--- config.mk ---
export PLATFORM = sky130hd
export DESIGN_NAME = sweep_top
export DESIGN_NICKNAME = d
export VERILOG_FILES = /design/src/sweep_pkg.sv /design/src/sweep_top.sv /design/src/dispatcher.sv /design/src/dispatcher_ctl.sv /design/src/correlator.sv /design/src/nco.sv
export SDC_FILE = /design/constraint.sdc
export NUM_CORES = 1
export LEC_CHECK = 0
export BUFFER_PORTS_ARGS = -buffer_cell sky130_fd_sc_hd__buf_2
export CORE_ASPECT_RATIO = 0.5
export CORE_UTILIZATION = 55
export CTS_BUF_LIST = sky130_fd_sc_hd__clkbuf_4 sky130_fd_sc_hd__clkbuf_8
export CTS_CLUSTER_SIZE = 12
export DETAILED_ROUTE_END_ITERATION = 10
export GPL_TIMING_DRIVEN = 0
export PLACE_DENSITY = 0.83
export SYNTH_ARGS = -nofsm -noshare
export SYNTH_HDL_FRONTEND = slang
export SYNTH_SLANG_ARGS = --single-unit
--- constraint.sdc ---
create_clock -name clk -period 3.05 [get_ports clk]
set_input_delay 0.305 -clock clk [delete_from_list [all_inputs] [get_ports clk]]
set_output_delay 0.305 -clock clk [all_outputs]
set_load 0.005 [all_outputs]
--- src/sweep_pkg.sv ---
`default_nettype none

package sweep_pkg;

    localparam int PHASE_W  = 16;
    localparam int CORR_W   = 8;
    localparam int RUN_W    = 8;
    localparam int SUM_W    = 20;
    localparam int OFFSET_W = 3;
    localparam int METRIC_W = 8;

    typedef logic [PHASE_W-1:0]         phase_t;  // nco phase, frequency and phase words.
    typedef logic signed [CORR_W-1:0]   corr_t;   // running agreement count.
    typedef logic [RUN_W-1:0]           run_t;    // sign run length in windows.
    typedef logic [SUM_W-1:0]           sum_t;    // accumulated run lengths.
    typedef logic [OFFSET_W-1:0]        offset_t; // trial frequency offset.
    typedef logic [METRIC_W-1:0]        metric_t; // average run length.

    // quarter turn between the I and Q oscillators.
    localparam phase_t QUAD_PHASE = 16'h4000;

    typedef enum logic [1:0] {
        IDLE,   // waiting for a dump.
        LATCH,  // sample the correlator signs.
        UPDATE, // advance run lengths and the sum.
        REPORT  // result held on the output.
    } disp_state_t;

endpackage

`default_nettype wire
--- src/sweep_top.sv ---
`default_nettype none

module sweep_top #(
    parameter int                WINDOW_LOG2 = 4,
    parameter int                RUNS_LOG2   = 4,
    parameter sweep_pkg::phase_t BASE_WORD   = 16'h0ffc
) (
    input  wire                clk,
    input  wire                rst_in,
    input  wire                i_sig,
    input  wire                i_ready,
    output logic               o_valid,
    output sweep_pkg::metric_t o_metric,
    output sweep_pkg::offset_t o_offset
);

    logic               code_i;
    logic               code_q;
    logic               sign_i;
    logic               sign_q;
    logic               dump;
    logic               restart;
    logic               accept;
    sweep_pkg::offset_t nco_offset;

    nco #(
        .BASE_WORD  (BASE_WORD),
        .PHASE_INIT ('0)
    ) i_nco (
        .clk       (clk),
        .rst_in    (rst_in),
        .i_restart (restart),
        .i_offset  (nco_offset),
        .o_code    (code_i)
    );

    nco #(
        .BASE_WORD  (BASE_WORD),
        .PHASE_INIT (sweep_pkg::QUAD_PHASE)
    ) q_nco (
        .clk       (clk),
        .rst_in    (rst_in),
        .i_restart (restart),
        .i_offset  (nco_offset),
        .o_code    (code_q)
    );

    correlator #(
        .WINDOW_LOG2 (WINDOW_LOG2)
    ) i_corr (
        .clk       (clk),
        .rst_in    (rst_in),
        .i_restart (restart),
        .i_sig     (i_sig),
        .i_code    (code_i),
        .i_dump    (dump),
        .o_sign    (sign_i)
    );

    correlator #(
        .WINDOW_LOG2 (WINDOW_LOG2)
    ) q_corr (
        .clk       (clk),
        .rst_in    (rst_in),
        .i_restart (restart),
        .i_sig     (i_sig),
        .i_code    (code_q),
        .i_dump    (dump),
        .o_sign    (sign_q)
    );

    dispatcher_ctl #(
        .WINDOW_LOG2 (WINDOW_LOG2)
    ) ctl (
        .clk       (clk),
        .rst_in    (rst_in),
        .i_accept  (accept),
        .o_dump    (dump),
        .o_restart (restart)
    );

    dispatcher #(
        .RUNS_LOG2 (RUNS_LOG2)
    ) disp (
        .clk             (clk),
        .rst_in          (rst_in),
        .i_dump          (dump),
        .i_sign_i        (sign_i),
        .i_sign_q        (sign_q),
        .i_ready         (i_ready),
        .o_offset        (nco_offset),
        .o_accept        (accept),
        .o_valid         (o_valid),
        .o_metric        (o_metric),
        .o_report_offset (o_offset)
    );

endmodule

`default_nettype wire

--- src/dispatcher.sv ---
`default_nettype none

module dispatcher #(
    parameter int RUNS_LOG2 = 4
) (
    input  wire                   clk,
    input  wire                   rst_in,
    input  wire                   i_dump,
    input  wire                   i_sign_i,
    input  wire                   i_sign_q,
    input  wire                   i_ready,
    output sweep_pkg::offset_t    o_offset,
    output logic                  o_accept,
    output logic                  o_valid,
    output sweep_pkg::metric_t    o_metric,
    output sweep_pkg::offset_t    o_report_offset
);

    localparam logic [RUNS_LOG2:0] LAST_RUN = {1'b0, {RUNS_LOG2{1'b1}}};

    sweep_pkg::disp_state_t state;
    sweep_pkg::offset_t     offset_r;

    // signs sampled in LATCH.
    logic new_i;
    logic new_q;

    // per channel run tracking.
    logic            last_i;
    logic            last_q;
    sweep_pkg::run_t run_i;
    sweep_pkg::run_t run_q;

    // alternating summation.
    logic               turn_q;
    sweep_pkg::sum_t    sum_r;
    logic [RUNS_LOG2:0] run_cnt;

    logic            chg_i;
    logic            chg_q;
    logic            take_i;
    logic            take_q;
    sweep_pkg::run_t add_len;
    sweep_pkg::sum_t shifted;

    always_comb begin
        chg_i   = (new_i != last_i);
        chg_q   = (new_q != last_q);
        take_q  = chg_q && turn_q;   // q has the turn and its run just ended.
        take_i  = chg_i && !turn_q;
        add_len = take_q ? run_q : run_i;
    end

    always_ff @(posedge clk) begin
        if (state == sweep_pkg::LATCH) begin
            new_i <= i_sign_i;
            new_q <= i_sign_q;
        end
    end

    always_ff @(posedge clk) begin
        if (rst_in) begin
            state    <= sweep_pkg::IDLE;
            offset_r <= '0;
        end else begin
            case (state)
                sweep_pkg::IDLE: begin
                    if (i_dump) begin
                        state <= sweep_pkg::LATCH;
                    end
                end
                sweep_pkg::LATCH: begin
                    state <= sweep_pkg::UPDATE; // signs are valid one cycle after dump.
                end
                sweep_pkg::UPDATE: begin
                    if ((take_i || take_q) && run_cnt == LAST_RUN) begin
                        state <= sweep_pkg::REPORT;
                    end else begin
                        state <= sweep_pkg::IDLE;
                    end
                end
                sweep_pkg::REPORT: begin
                    // dumps are ignored here, the search waits on the consumer.
                    if (i_ready) begin
                        state    <= sweep_pkg::IDLE;
                        offset_r <= offset_r + 1'b1; // wraps after 8 offsets.
                    end
                end
                default: begin
                    state <= sweep_pkg::IDLE;
                end
            endcase
        end
    end

    always_ff @(posedge clk) begin
        if (rst_in || o_accept) begin
            last_i  <= 1'b0;
            last_q  <= 1'b0;
            run_i   <= '0;
            run_q   <= '0;
            turn_q  <= 1'b0; // i channel has the first turn.
            sum_r   <= '0;
            run_cnt <= '0;
        end else if (state == sweep_pkg::UPDATE) begin
            last_i <= new_i;
            last_q <= new_q;
            if (chg_i) begin
                run_i <= 8'd1;
            end else if (run_i != '1) begin
                run_i <= run_i + 1'b1;
            end
            if (chg_q) begin
                run_q <= 8'd1;
            end else if (run_q != '1) begin
                run_q <= run_q + 1'b1;
            end
            if (take_q || take_i) begin
                sum_r   <= sum_r + sweep_pkg::sum_t'(add_len);
                run_cnt <= run_cnt + 1'b1;
                turn_q  <= take_i;
            end
        end
    end

    assign shifted = sum_r >> RUNS_LOG2;

    // average run length, clipped to the metric width.
    assign o_metric = (|shifted[sweep_pkg::SUM_W-1:sweep_pkg::METRIC_W]) ?
                      '1 : shifted[sweep_pkg::METRIC_W-1:0];

    assign o_valid         = (state == sweep_pkg::REPORT);
    assign o_accept        = o_valid && i_ready;
    assign o_offset        = offset_r;
    assign o_report_offset = offset_r;

    stall_holds_result: assert property (
        @(posedge clk) disable iff (rst_in)
        o_valid && !i_ready |=> o_valid && $stable(o_metric) && $stable(o_report_offset)
    );

endmodule

`default_nettype wire

--- src/dispatcher_ctl.sv ---
`default_nettype none

module dispatcher_ctl #(
    parameter int WINDOW_LOG2 = 4
) (
    input  wire  clk,
    input  wire  rst_in,
    input  wire  i_accept,
    output logic o_dump,
    output logic o_restart
);

    localparam logic [WINDOW_LOG2-1:0] PRE_WRAP = {{(WINDOW_LOG2-1){1'b1}}, 1'b0};

    logic [WINDOW_LOG2-1:0] win_cnt;
    logic                   dump_r;
    logic                   restart_r;

    always_ff @(posedge clk) begin
        if (rst_in) begin
            win_cnt   <= '0;
            dump_r    <= 1'b0;
            restart_r <= 1'b1; // held through reset, one more cycle after.
        end else if (restart_r) begin
            win_cnt   <= '0;
            dump_r    <= 1'b0;
            restart_r <= i_accept;
        end else begin
            win_cnt   <= win_cnt + 1'b1;
            // an accepted result restarts the datapath instead of closing a window.
            dump_r    <= (win_cnt == PRE_WRAP) && !i_accept;
            restart_r <= i_accept;
        end
    end

    assign o_dump    = dump_r;
    assign o_restart = restart_r;

    // a restart never meets a dump, and the first window after it is full length.
    first_dump_after_restart: assert property (
        @(posedge clk) disable iff (rst_in)
        o_restart |-> !o_dump ##1 !o_dump [* ((1 << WINDOW_LOG2) - 1)] ##1 o_dump
    );

endmodule

`default_nettype wire

--- src/correlator.sv ---
`default_nettype none

module correlator #(
    parameter int WINDOW_LOG2 = 4
) (
    input  wire  clk,
    input  wire  rst_in,
    input  wire  i_restart,
    input  wire  i_sig,
    input  wire  i_code,
    input  wire  i_dump,
    output logic o_sign
);

    sweep_pkg::corr_t acc_r;
    sweep_pkg::corr_t step;
    sweep_pkg::corr_t sum_now;

    // +1 on agreement, -1 on disagreement.
    assign step    = (i_sig == i_code) ? 8'sd1 : -8'sd1;
    assign sum_now = acc_r + step;

    always_ff @(posedge clk) begin
        if (rst_in || i_restart) begin
            acc_r  <= '0;
            o_sign <= 1'b0;
        end else if (i_dump) begin
            o_sign <= sum_now[sweep_pkg::CORR_W-1]; // sign of the closing window.
            acc_r  <= step;                          // next window picks up this sample.
        end else begin
            acc_r  <= sum_now;
        end
    end

    // a restart realigns the window counter, so a full window must pass first.
    restart_then_full_window: assert property (
        @(posedge clk) disable iff (rst_in)
        i_restart |=> !i_dump [* ((1 << WINDOW_LOG2) - 1)]
    );

endmodule

`default_nettype wire

--- src/nco.sv ---
`default_nettype none

module nco #(
    parameter sweep_pkg::phase_t BASE_WORD  = 16'h0ffc,
    parameter sweep_pkg::phase_t PHASE_INIT = 16'h0000
) (
    input  wire                  clk,
    input  wire                  rst_in,
    input  wire                  i_restart,
    input  wire sweep_pkg::offset_t i_offset,
    output logic                 o_code
);

    sweep_pkg::phase_t phase_r;
    sweep_pkg::phase_t freq_word;

    // the trial offset is a small step on top of the base word.
    assign freq_word = BASE_WORD + sweep_pkg::phase_t'(i_offset);

    always_ff @(posedge clk) begin
        if (rst_in || i_restart) begin
            phase_r <= PHASE_INIT; // every offset starts from a known phase.
        end else begin
            phase_r <= phase_r + freq_word;
        end
    end

    assign o_code = phase_r[sweep_pkg::PHASE_W-1]; // square wave from the msb.

endmodule

`default_nettype wire

==> impl_metrics.env, run 1 <==
export IMPL_run_status="finished clean"
export IMPL_p_leak_nw=2.82
export IMPL_critical_path_max_stage_delay_ns=0.44
export IMPL_final_hold_viol_count=0
export IMPL_final_cells=884
export IMPL_avgViaCountPerCell=5.83
export IMPL_chipHeight_um=76.9
export IMPL_end_kind="register"
export IMPL_power_mw=3.04
export IMPL_maxSlewHeadroom_pct=59.7
export IMPL_clock_fmax_mhz=344
export IMPL_drive_gt1_share_pct=12.2
export IMPL_critPathRequiredTime_ns=3.37
export IMPL_wl_um=13000
export IMPL_ys_warn_count=0
export IMPL_cts_root_buf="clkbuf_8"
export IMPL_final_area_sq_um=6770
export IMPL_place_area_sq_um=6410
export IMPL_wl_per_cell_um=14.7
export IMPL_clk_latency_ns=0.38
export IMPL_tightest_slew_ns=0.604
export IMPL_setup_viol=0
export IMPL_clock_sinks=107
export IMPL_cp_max_fo=9
export IMPL_vias=5157
export IMPL_slowest_stage="edfxtp_1"
export IMPL_grt_first_pass_wirelength_um=21700
export IMPL_drc_errors=0
export IMPL_synthArstFlopShare_pct=0
export IMPL_first_global_vias=4712
export IMPL_place_ws_ns=-0.180
export IMPL_finClkSkew_ns=0.0102
export IMPL_grt_util_met1_pct=29.4
export IMPL_h_tree_depth=3
export IMPL_cts_buffers=9
export IMPL_hold_depth=2
export IMPL_drtAntennaViolNets=0
export IMPL_worstPathArrival_ns=3.23
export IMPL_finalMaxSlewViolations=0
export IMPL_r2r_setup_slack_ns=0.14
export IMPL_fin_ws_ns=0.142
export IMPL_busiest_layer="met2"
export IMPL_rows=26
export IMPL_met3_usage_pct=4.70
export IMPL_grt_usage_pct=23.0
export IMPL_gp_congestion=0.857
export IMPL_dieArea_sq_um=11700
export IMPL_r2r_end="disp.sum_r[12]$_SDFFE_PP0P_"
export IMPL_grt_max_degree=22
export IMPL_fin_crit_sh_pct=95.3
export IMPL_place_hpwl_um=8860
export IMPL_final_core_util_pct=64.2
export IMPL_grt_met2_usage_pct=38.9
export IMPL_hold_end="disp.o_offset[0]$_SDFFE_PP0P_"
export IMPL_holdCritStartpoint="rst_in"
export IMPL_hold_buffers=0
export IMPL_cts_path_max_buffers=2
export IMPL_syn_to_final_growth_pct=9.71
export IMPL_min_path_type="input pin to register"
export IMPL_drt_initial_drc_count=238
export IMPL_min_period_ns=2.91
export IMPL_start_util_pct=58.5
export IMPL_ys_types=70
export IMPL_clk_pin_slew_ns=0.10
export IMPL_mostFrequentLayoutCells="dfxtp_1 (105), nor2_1 (90), ha_1 (52)"
export IMPL_startpoint_type="register"
export IMPL_ir_drop_mv=0.243
export IMPL_path_cells="xnor2_2 > nand2b_4 > buf_8 > mux2_4 > ha_4 > inv_1 > fa_2 > nor2b_1 > o21a_1 > o21ai_4 > a211oi_4 > buf_4 > nand3_1 > a21oi_1"
export IMPL_cts_tree="built"
export IMPL_nets=801
export IMPL_pin_count=16
export IMPL_final_common_cell="dfxtp_1"
export IMPL_power_density_nw_per_um2=450
export IMPL_overflow=0
export IMPL_syn_cell_area_sq_um=6170
export IMPL_synth_avg_cell_area_sq_um=8.79
export IMPL_antenna_found_initial=0
export IMPL_synthFlopType="dfxtp_1"
export IMPL_ys_ff_latch=107
export IMPL_yosysSeqAreaShare_pct=35.0
export IMPL_synth_cells=702
export IMPL_io_buffers=14
export IMPL_synth_edf_count=2
export IMPL_maxCapViolations=0
export IMPL_die_width_um=152
export IMPL_path_class="register to register"
export IMPL_rr_startpoint="disp.new_q$_DFFE_PN_"
export IMPL_n_antenna_cell=0
export IMPL_synth_net_count=764
export IMPL_dp_cells=856
export IMPL_core_sq_um=10500
export IMPL_first_pass_iters=5
export IMPL_worst_r2r_path_depth=14
[routing by layer]
layer	up-vias	wire length [um]	share of wire, %
met5	-	0	0
met4	0	119	0.92
met3	11	519	4.0
met2	113	6250	48
met1	2450	6070	47
li1	2583	-	-
[cells in the mapped netlist (4+ instances only)]
cell type,number,area (sq um)
dfxtp_1,105,2100
nor2_1,90,338
ha_1,53,663
nand2_1,46,173
a21oi_1,43,215
o21ai_0,34,170
xnor2_1,29,254
xor2_1,25,219
nand3_1,24,120
inv_1,20,75.1
o21a_1,17,128
nand4_1,14,87.6
nor2b_1,14,87.6
nor3_1,14,70.1
a211oi_1,12,90.1
clkbuf_1,12,45.0
or2_2,10,62.6
and3_1,9,56.3
mux2_2,9,101
a21boi_0,7,52.6
a21o_1,7,52.6
nor4_1,7,43.8
or3_1,7,43.8
fa_1,5,100
nand2b_1,5,31.3
nor3b_1,5,37.5
o31a_1,5,43.8
mux2i_1,4,40.0
o21bai_1,4,30.0
o22ai_1,4,25.0
[repair_timing]
item | 4_1_cts | 5_1_grt
setup buffers | 7 | 4
gates resized for setup | 2 | 15
setup endpoints to repair | 7 | 22
pin swaps | 2 | 3
cloned | 0 | 1
[cell families after synthesis]
family | count (synthesis) | synth area share (%)
compound gates | 165 | 18.1
xor+xnor | 56 | 8.40
fa+ha+maj | 58 | 12.4
buf+inv | 40 | 2.80
flops | 107 | 35.0
mux | 13 | 2.29
simple gates | 263 | 21.0
[worst max-delay path, delay by kind of cell, from the launching register on]
kind	cells	cell delay [ns]
xor gates and xnor gates	1	0.16
and+or+nand+nor	3	0.38
buffers and inverters	3	0.37
muxes	1	0.22
AOI/OAI and AO/OA	4	0.79
DFF	1	0.44
adders and majority gates	2	0.47
[worst max path at each step]
stage	startpoint	to	slack, ns	cells past startpoint
floorplan	disp.new_q$_DFFE_PN_	disp.sum_r[16]$_SDFFE_PP0P_	0.15	9
global placement	disp.new_q$_DFFE_PN_	disp.sum_r[10]$_SDFFE_PP0P_	-0.14	13
detailed placement	disp.new_q$_DFFE_PN_	disp.sum_r[10]$_SDFFE_PP0P_	-0.18	13
CTS	disp.new_q$_DFFE_PN_	disp.sum_r[12]$_SDFFE_PP0P_	0.007	14
global route	disp.new_q$_DFFE_PN_	disp.sum_r[9]$_SDFFE_PP0P_	-0.01	11
finish	disp.new_q$_DFFE_PN_	disp.sum_r[12]$_SDFFE_PP0P_	0.14	14
[sequential cells by signal (all words and copies together), names as in the netlist, 2 cells and up]
signal	cells
q_corr.acc_r	8
disp.run_cnt	5
i_corr.acc_r	8
disp.o_offset	3
ctl.win_cnt	4
disp.run_q	8
i_nco.phase_r	16
disp.sum_r	20
disp.run_i	8
q_nco.phase_r	16
disp.state	2
[through the flow]
stage / setup TNS (ns) / hold WS [ns]
final: 0 / 0.280
after detailed placement: -0.673 / 0.424
after floorplan: 0 / 0.403
after CTS: 0 / 0.261
after global routing: -0.0139 / 0.287
after global placement: -0.452 / 0.420
[power breakdown]
part	internal [mW]	switching, mW
Sequential	1.46	0.0263
Clock	0.359	0.499
Combinational	0.313	0.384
[cell type report]
class / instances / area [sq um]
multi-input cells: 555 / 3890
fillers: 840 / 3770
flip-flops and latches: 107 / 2160
well taps: 140 / 175
clock buffers: 12 / 159
repair buffers: 25 / 153
plain buffers: 19 / 104
inverters: 21 / 82.6
clock inverters: 4 / 32.5
repair inverters: 1 / 7.51
Note: power is estimated with default switching activity, not from simulation.
==> run 2, diff against run 1 <==
- ABC_AREA: default -> 1
- ABC_CLOCK_PERIOD_IN_PS: default -> 3050
==> impl_metrics.env, run 2 <==
export IMPL_cts_tree="built"
export IMPL_avgViaCountPerCell=5.26
export IMPL_finalMaxSlewViolations=0
export IMPL_worstPathArrival_ns=3.08
export IMPL_finClkSkew_ns=0.0118
export IMPL_slowest_stage="edfxtp_1"
export IMPL_cts_path_max_buffers=2
export IMPL_synth_xor_area_share_pct=1.31
export IMPL_cts_root_buf="clkbuf_8"
export IMPL_first_pass_iters=8
export IMPL_cts_buffers=9
export IMPL_synth_top_area_cell="dfxtp_1"
export IMPL_cts_resized_gates=0
export IMPL_dieArea_sq_um=12600
export IMPL_start_util_pct=56.5
export IMPL_startpoint_type="register"
export IMPL_drt_initial_drc_count=389
export IMPL_vias=6244
export IMPL_maxCapViolations=0
export IMPL_synthTopCellsByArea="dfxtp_1 (32%), nand2_1 (15%), ha_1 (9.9%)"
export IMPL_min_path_type="input pin to register"
export IMPL_end_kind="register"
export IMPL_overflow=0
export IMPL_ys_warn_count=0
export IMPL_path_class="register to register"
export IMPL_clock_sinks=107
export IMPL_failed_checks="design-rule violations"
export IMPL_synth_avg_cell_area_sq_um=6.73
export IMPL_ys_types=46
export IMPL_synth_compound_area_share_pct=14.5
export IMPL_cp_max_fo=10
export IMPL_n_antenna_cell=0
export IMPL_post_cts_repair_setup_buffers=0
export IMPL_io_buffers=15
export IMPL_yosysSeqAreaShare_pct=32.4
export IMPL_p_sw_mw=0.910
export IMPL_grt_usage_pct=23.5
export IMPL_fin_setup_tns_ns=0
export IMPL_synth_edf_count=2
export IMPL_seq_power_share_pct=48.6
export IMPL_mostFrequentLayoutCells="nand2_1 (262), inv_1 (127), nor2_1 (112)"
export IMPL_synth_simple_area_share_pct=31.5
export IMPL_core_sq_um=11800
export IMPL_critPathRequiredTime_ns=3.38
export IMPL_top_register="disp.sum_r"
export IMPL_tightest_slew_ns=0.800
export IMPL_hold_buffers=0
export IMPL_synth_cells=992
export IMPL_synthAdderAreaFrac_pct=11.4
export IMPL_nets=1080
export IMPL_final_common_cell="nand2_1"
export IMPL_drive_gt1_share_pct=6.65
export IMPL_power_density_nw_per_um2=424
export IMPL_reg_largest_list="disp.sum_r: 20 flops, i_nco.phase_r: 16 flops, q_nco.phase_r: 16 flops"
export IMPL_final_hold_viol_count=0
export IMPL_ys_ff_latch=107
export IMPL_grt_first_pass_wirelength_um=23700
export IMPL_path_cells="inv_1 > nand2_1 > nand3_2 > clkbuf_1 > nand2_1 > nand2_1 > ha_1 > inv_1 > fa_1 > nor2_1 > o21ai_0 > nand2_1 > nand2_4 > inv_1 > nand2_1 > nand2_1 > nand2_1 > nor2_1"
export IMPL_ir_drop_mv=0.218
export IMPL_cp_common_cell="nand2_1"
export IMPL_clockPowerShare_pct=32.5
export IMPL_fin_crit_sh_pct=89.9
export IMPL_gp_congestion=0.910
export IMPL_maxSlewHeadroom_pct=46.6
export IMPL_drc_errors=1
export IMPL_wl_um=14100
export IMPL_syn_to_final_growth_pct=7.54
export IMPL_place_hpwl_um=10800
export IMPL_synthTopCellsByCount="nand2_1 (262), inv_1 (127), nor2_1 (112)"
export IMPL_critical_path_max_stage_delay_ns=0.44
export IMPL_p_sw_share_pct=29.9
export IMPL_run_status="complete, but fails checks"
export IMPL_syn_cell_area_sq_um=6670
export IMPL_synth_net_count=1054
export IMPL_clock_fmax_mhz=365
export IMPL_rows=28
export IMPL_grt_max_degree=23
export IMPL_clk_pin_slew_ns=0.11
export IMPL_grt_setup_unrepaired="no"
export IMPL_first_global_vias=5659
export IMPL_pin_count=16
export IMPL_p_comb_share_pct=18.9
export IMPL_h_tree_depth=3
export IMPL_synthFlopType="dfxtp_1"
export IMPL_die_width_um=158
export IMPL_wl_per_cell_um=11.9
export IMPL_clk_latency_ns=0.39
export IMPL_chipHeight_um=79.9
export IMPL_p_leak_nw=3.53
export IMPL_synth_top_family_by_area="simple AND/OR/NAND/NOR gates"
export IMPL_synthMuxAreaShare_pct=0
export IMPL_power_mw=3.04
export IMPL_drtAntennaViolNets=0
export IMPL_largest_register_ffs=20
export IMPL_setup_viol=0
export IMPL_internal_power_mw=2.13
export IMPL_yosysTopAreaCellShare_pct=31.5
export IMPL_yosysMostFrequentCell="nand2_1"
export IMPL_synthArstFlopShare_pct=0
export IMPL_antenna_found_initial=0
export IMPL_min_period_ns=2.74
[run 2: changes by cell type after synthesis, sizes merged, moves of 11 or more]
cell	previous run	this run
a211oi	13	0
o21ai	37	53
inv	21	133
o21a	17	2
xnor2	29	3
a21oi	43	104
clkbuf	14	3
nor2	92	117
nand2	46	269
nor2b	14	0
nand3	24	75
xor2	25	7
[run 2: final cells by class]
type                    instances  area [sq um]
fillers                      1086          4630
multi-input cells             738          3920
flip-flops and latches        107          2160
inverters                     133           499
well taps                     165           206
clock buffers                   9           124
clock inverters                 7          97.6
plain buffers                  14          93.8
repair buffers                 15          75.1
[run 2: logic make-up after synthesis]
family / after synthesis
AND/OR/NAND/NOR: 489
AO/OA/AOI/OAI: 181
buffers and inverters: 147
flip-flops: 107
adder cells (fa/ha/maj): 58
XOR/XNOR: 10
[run 2: per-layer routing]
layer	up-vias	wire length [um]	part of all wire [%]	GRT usage, %
met5	-	0	0	0
li1	3270	-	-	-
met4	0	281	2.0	8.16
met1	2829	6640	47	26.9
met3	30	446	3.2	4.67
met2	115	6770	48	43.6
[run 2: power groups by stage]
stage	clock, mW	combinational [mW]	sequential (mW)
final	0.988	0.575	1.48
after global routing	1.06	0.656	1.48
after CTS	1.00	0.567	1.48
after detailed placement	0	0.563	1.51
after global placement	0	0.541	1.51
after floorplan	0	0.454	1.50
[run 2: metrics by stage]
step                      hold WS, ns  std cells  setup WS, ns  area, sq um  utilization (%)
after CTS                       0.106       1188         0.339         7170             60.8
after detailed placement        0.416       1172         0.341         6950             58.9
after global routing            0.115       1188        0.0971         7170             60.8
final                           0.121       1188         0.307         7170             60.8
after global placement          0.413       1172         0.403         6950             58.9
after floorplan                 0.367        992         0.692         6670                -
[run 2: worst paths after layout]
check / endpoint / slack (ns) / from / depth (start not counted)
worst max-delay path: disp.sum_r[16]$_SDFFE_PP0P_ / 0.31 / disp.new_q$_DFFE_PN_ / 18
worst min-delay path: disp.state[0]$_SDFFE_PP0P_ / 0.12 / rst_in / 2
worst max register to register: disp.sum_r[16]$_SDFFE_PP0P_ / 0.31 / disp.new_q$_DFFE_PN_ / 18
worst min register to register: disp.new_i$_DFFE_PN_ / 0.44 / i_corr.o_sign$_SDFFE_PP0P_ / 0
[run 2: critical path, delay by kind of cell (launching register included)]
| kind | cells | cell delay [ns] |
|---|---|---|
| AOI/OAI and AO/OA | 1 | 0.11 |
| adders and majority gates | 2 | 0.63 |
| buffers and inverters | 4 | 0.55 |
| DFF | 1 | 0.44 |
| and+or+nand+nor | 11 | 0.97 |
==> run 3, diff against run 2 <==
- ABC_CLOCK_PERIOD_IN_PS: 3050 -> 2900
- PLACE_DENSITY: 0.83 -> 0.8
- SYNTH_HIERARCHICAL: default -> 1
- clock period: 3.05 -> 2.9 ns (I/O delays scaled with it)
==> impl_metrics.env, run 3 <==
export IMPL_cts_buffers=9
export IMPL_run_status="complete, but fails checks"
export IMPL_cp_max_fo=15
export IMPL_internal_power_mw=2.32
export IMPL_drtAntennaViolNets=0
export IMPL_slowest_stage="edfxtp_1"
export IMPL_first_pass_iters=8
export IMPL_ys_ff_latch=107
export IMPL_grt_met2_usage_pct=42.1
export IMPL_clk_latency_ns=0.38
export IMPL_clock_fmax_mhz=390
export IMPL_synth_net_count=1189
export IMPL_crit_family="simple AND/OR/NAND/NOR gates"
export IMPL_met3_usage_pct=4.13
export IMPL_clock_sinks=107
export IMPL_antenna_found_initial=0
export IMPL_fin_setup_tns_ns=0
export IMPL_ys_types=45
export IMPL_p_sw_mw=1.23
export IMPL_syn_cell_area_sq_um=7370
export IMPL_cts_root_buf="clkbuf_8"
export IMPL_clk_pin_slew_ns=0.11
export IMPL_ir_drop_mv=0.312
export IMPL_overflow=0
export IMPL_synth_edf_count=2
export IMPL_p_sw_share_pct=34.7
export IMPL_fin_crit_sh_pct=88.3
export IMPL_avgViaCountPerCell=5.07
export IMPL_seq_power_share_pct=44.4
export IMPL_finalMaxSlewViolations=0
export IMPL_grt_util_met1_pct=26.8
export IMPL_yosysMostFrequentCell="nand2_1"
export IMPL_synth_cells=1122
export IMPL_vias=6703
export IMPL_p_comb_share_pct=28.1
export IMPL_maxCapViolations=0
export IMPL_cts_path_max_buffers=2
export IMPL_die_width_um=166
export IMPL_tightest_slew_ns=0.640
export IMPL_busiest_layer="met2"
export IMPL_synth_avg_cell_area_sq_um=6.57
export IMPL_cts_tree="built"
export IMPL_syn_to_final_growth_pct=6.70
export IMPL_grt_max_degree=20
export IMPL_largest_register_ffs=20
export IMPL_path_cells="nand2_1 > nand3_4 > o21ai_1 > ha_1 > inv_1 > fa_1 > o21ai_0 > nand3_1 > nand3_1 > nand3_1 > nand2_1 > inv_1"
export IMPL_grt_first_pass_wirelength_um=26300
export IMPL_nets=1214
export IMPL_rows=29
export IMPL_drc_errors=1
export IMPL_synth_top_area_cell="dfxtp_1"
export IMPL_yosysTopAreaCellShare_pct=28.5
export IMPL_min_path_type="input pin to register"
export IMPL_critical_path_max_stage_delay_ns=0.44
export IMPL_drt_initial_drc_count=372
export IMPL_io_buffers=15
export IMPL_worstPathArrival_ns=2.84
export IMPL_fillers=1231
export IMPL_synthTopCellsByCount="nand2_1 (305), inv_1 (199), nor2_1 (116)"
export IMPL_core_sq_um=12900
export IMPL_mostFrequentLayoutCells="nand2_1 (305), inv_1 (199), nor2_1 (116)"
export IMPL_yosysSeqAreaShare_pct=29.3
export IMPL_wl_per_cell_um=11.1
export IMPL_start_util_pct=57.2
export IMPL_failed_checks="design-rule violations"
export IMPL_grt_setup_unrepaired="no"
export IMPL_power_density_nw_per_um2=451
export IMPL_h_tree_depth=3
export IMPL_maxSlewHeadroom_pct=57.0
export IMPL_end_kind="register"
export IMPL_startpoint_type="register"
export IMPL_path_class="register to register"
export IMPL_drive_gt1_share_pct=9.98
export IMPL_top_register="disp/sum_r"
export IMPL_gp_congestion=0.895
export IMPL_min_period_ns=2.56
export IMPL_grt_usage_pct=22.5
export IMPL_fin_ws_ns=0.339
export IMPL_n_antenna_cell=0
export IMPL_p_leak_nw=3.97
export IMPL_final_hold_viol_count=0
export IMPL_finClkSkew_ns=0.0212
export IMPL_synthFlopType="dfxtp_1"
export IMPL_reg_largest_list="disp/sum_r: 20 flops, i_nco/phase_r: 16 flops, q_nco/phase_r: 16 flops"
export IMPL_path_buf_inv=2
export IMPL_synthTopCellsByArea="dfxtp_1 (29%), nand2_1 (16%), inv_1 (10%)"
export IMPL_critPathRequiredTime_ns=3.18
export IMPL_place_ws_ns=0.111
export IMPL_ys_warn_count=6
export IMPL_synthArstFlopShare_pct=0
export IMPL_pin_count=16
export IMPL_clockPowerShare_pct=27.5
export IMPL_cp_common_cell="nand3_1"
export IMPL_dieArea_sq_um=13900
export IMPL_hold_buffers=0
export IMPL_place_hpwl_um=11400
export IMPL_first_global_vias=6347
export IMPL_wl_um=14700
export IMPL_chipHeight_um=83.9
export IMPL_setup_viol=0
export IMPL_final_common_cell="nand2_1"
==> run 3: final timing paths <==
kind,from,end,slack (ns),cells after the start
max,disp/new_q$_DFFE_PN_,disp/sum_r[6]$_SDFFE_PP0P_,0.34,12
min,rst_in,disp/state[0]$_SDFFE_PP0P_,0.20,2
max reg2reg,disp/new_q$_DFFE_PN_,disp/sum_r[6]$_SDFFE_PP0P_,0.34,12
min reg2reg,i_corr/o_sign$_SDFFE_PP0P_,disp/new_i$_DFFE_PN_,0.43,0
==> run 3: cell families (layout without fill, tap and decap cells) <==
family / after synthesis / after routing / share of synthesized area [%]
fa+ha+maj: 63 / 63 / 11.2
flops: 107 / 107 / 29.3
buf+inv: 219 / 249 / 12.4
xor+xnor: 12 / 12 / 1.43
simple gates: 598 / 598 / 36.8
compound gates: 123 / 123 / 8.84
==> run 3: metal layers <==
layer  wire length (um)  vias to the layer above
met1               6930                     3023
met4                122                        0
li1                   -                     3553
met2               7060                      113
met3                556                       14
met5                  0                        -
==> run 3: timing repair <==
| item | 4_1_cts | 5_1_grt |
|---|---|---|
| buffers inserted | 0 | 0 |
| hold endpoints to repair | 0 | 0 |
| setup endpoints to repair | 0 | 7 |
| resized for setup | 0 | 2 |
==> run 3: metrics by stage <==
step	total power, mW	cell area (sq um)	util [%]	std cells	hold WS [ns]
floorplan	2.42	7370	-	1122	0.359
global placement	2.56	7660	59.5	1307	0.417
detailed placement	2.60	7660	59.5	1307	0.424
CTS	3.58	7870	61.1	1323	0.175
global route	3.81	7870	61.1	1322	0.200
finish	3.55	7870	61.1	1322	0.196
==> run 3: layout make-up <==
type                    count  area [sq um]  area share (%)
multi-input cells         796          4300            54.7
clock inverters             7          81.3            1.03
inverters                 204           768            9.77
well taps                 170           213            2.70
flip-flops and latches    107          2160            27.5
repair buffers             15          75.1           0.954
plain buffers              14           144            1.83
clock buffers               9           124            1.57
==> run 3: power groups by stage <==
stage	combinational [mW]	clock, mW	sequential [mW]
2_1_floorplan	0.820	0	1.60
3_3_place_gp	0.955	0	1.61
3_5_place_dp	0.988	0	1.61
4_1_cts	0.994	1.01	1.58
5_1_grt	1.15	1.07	1.59
6_report	0.997	0.975	1.58
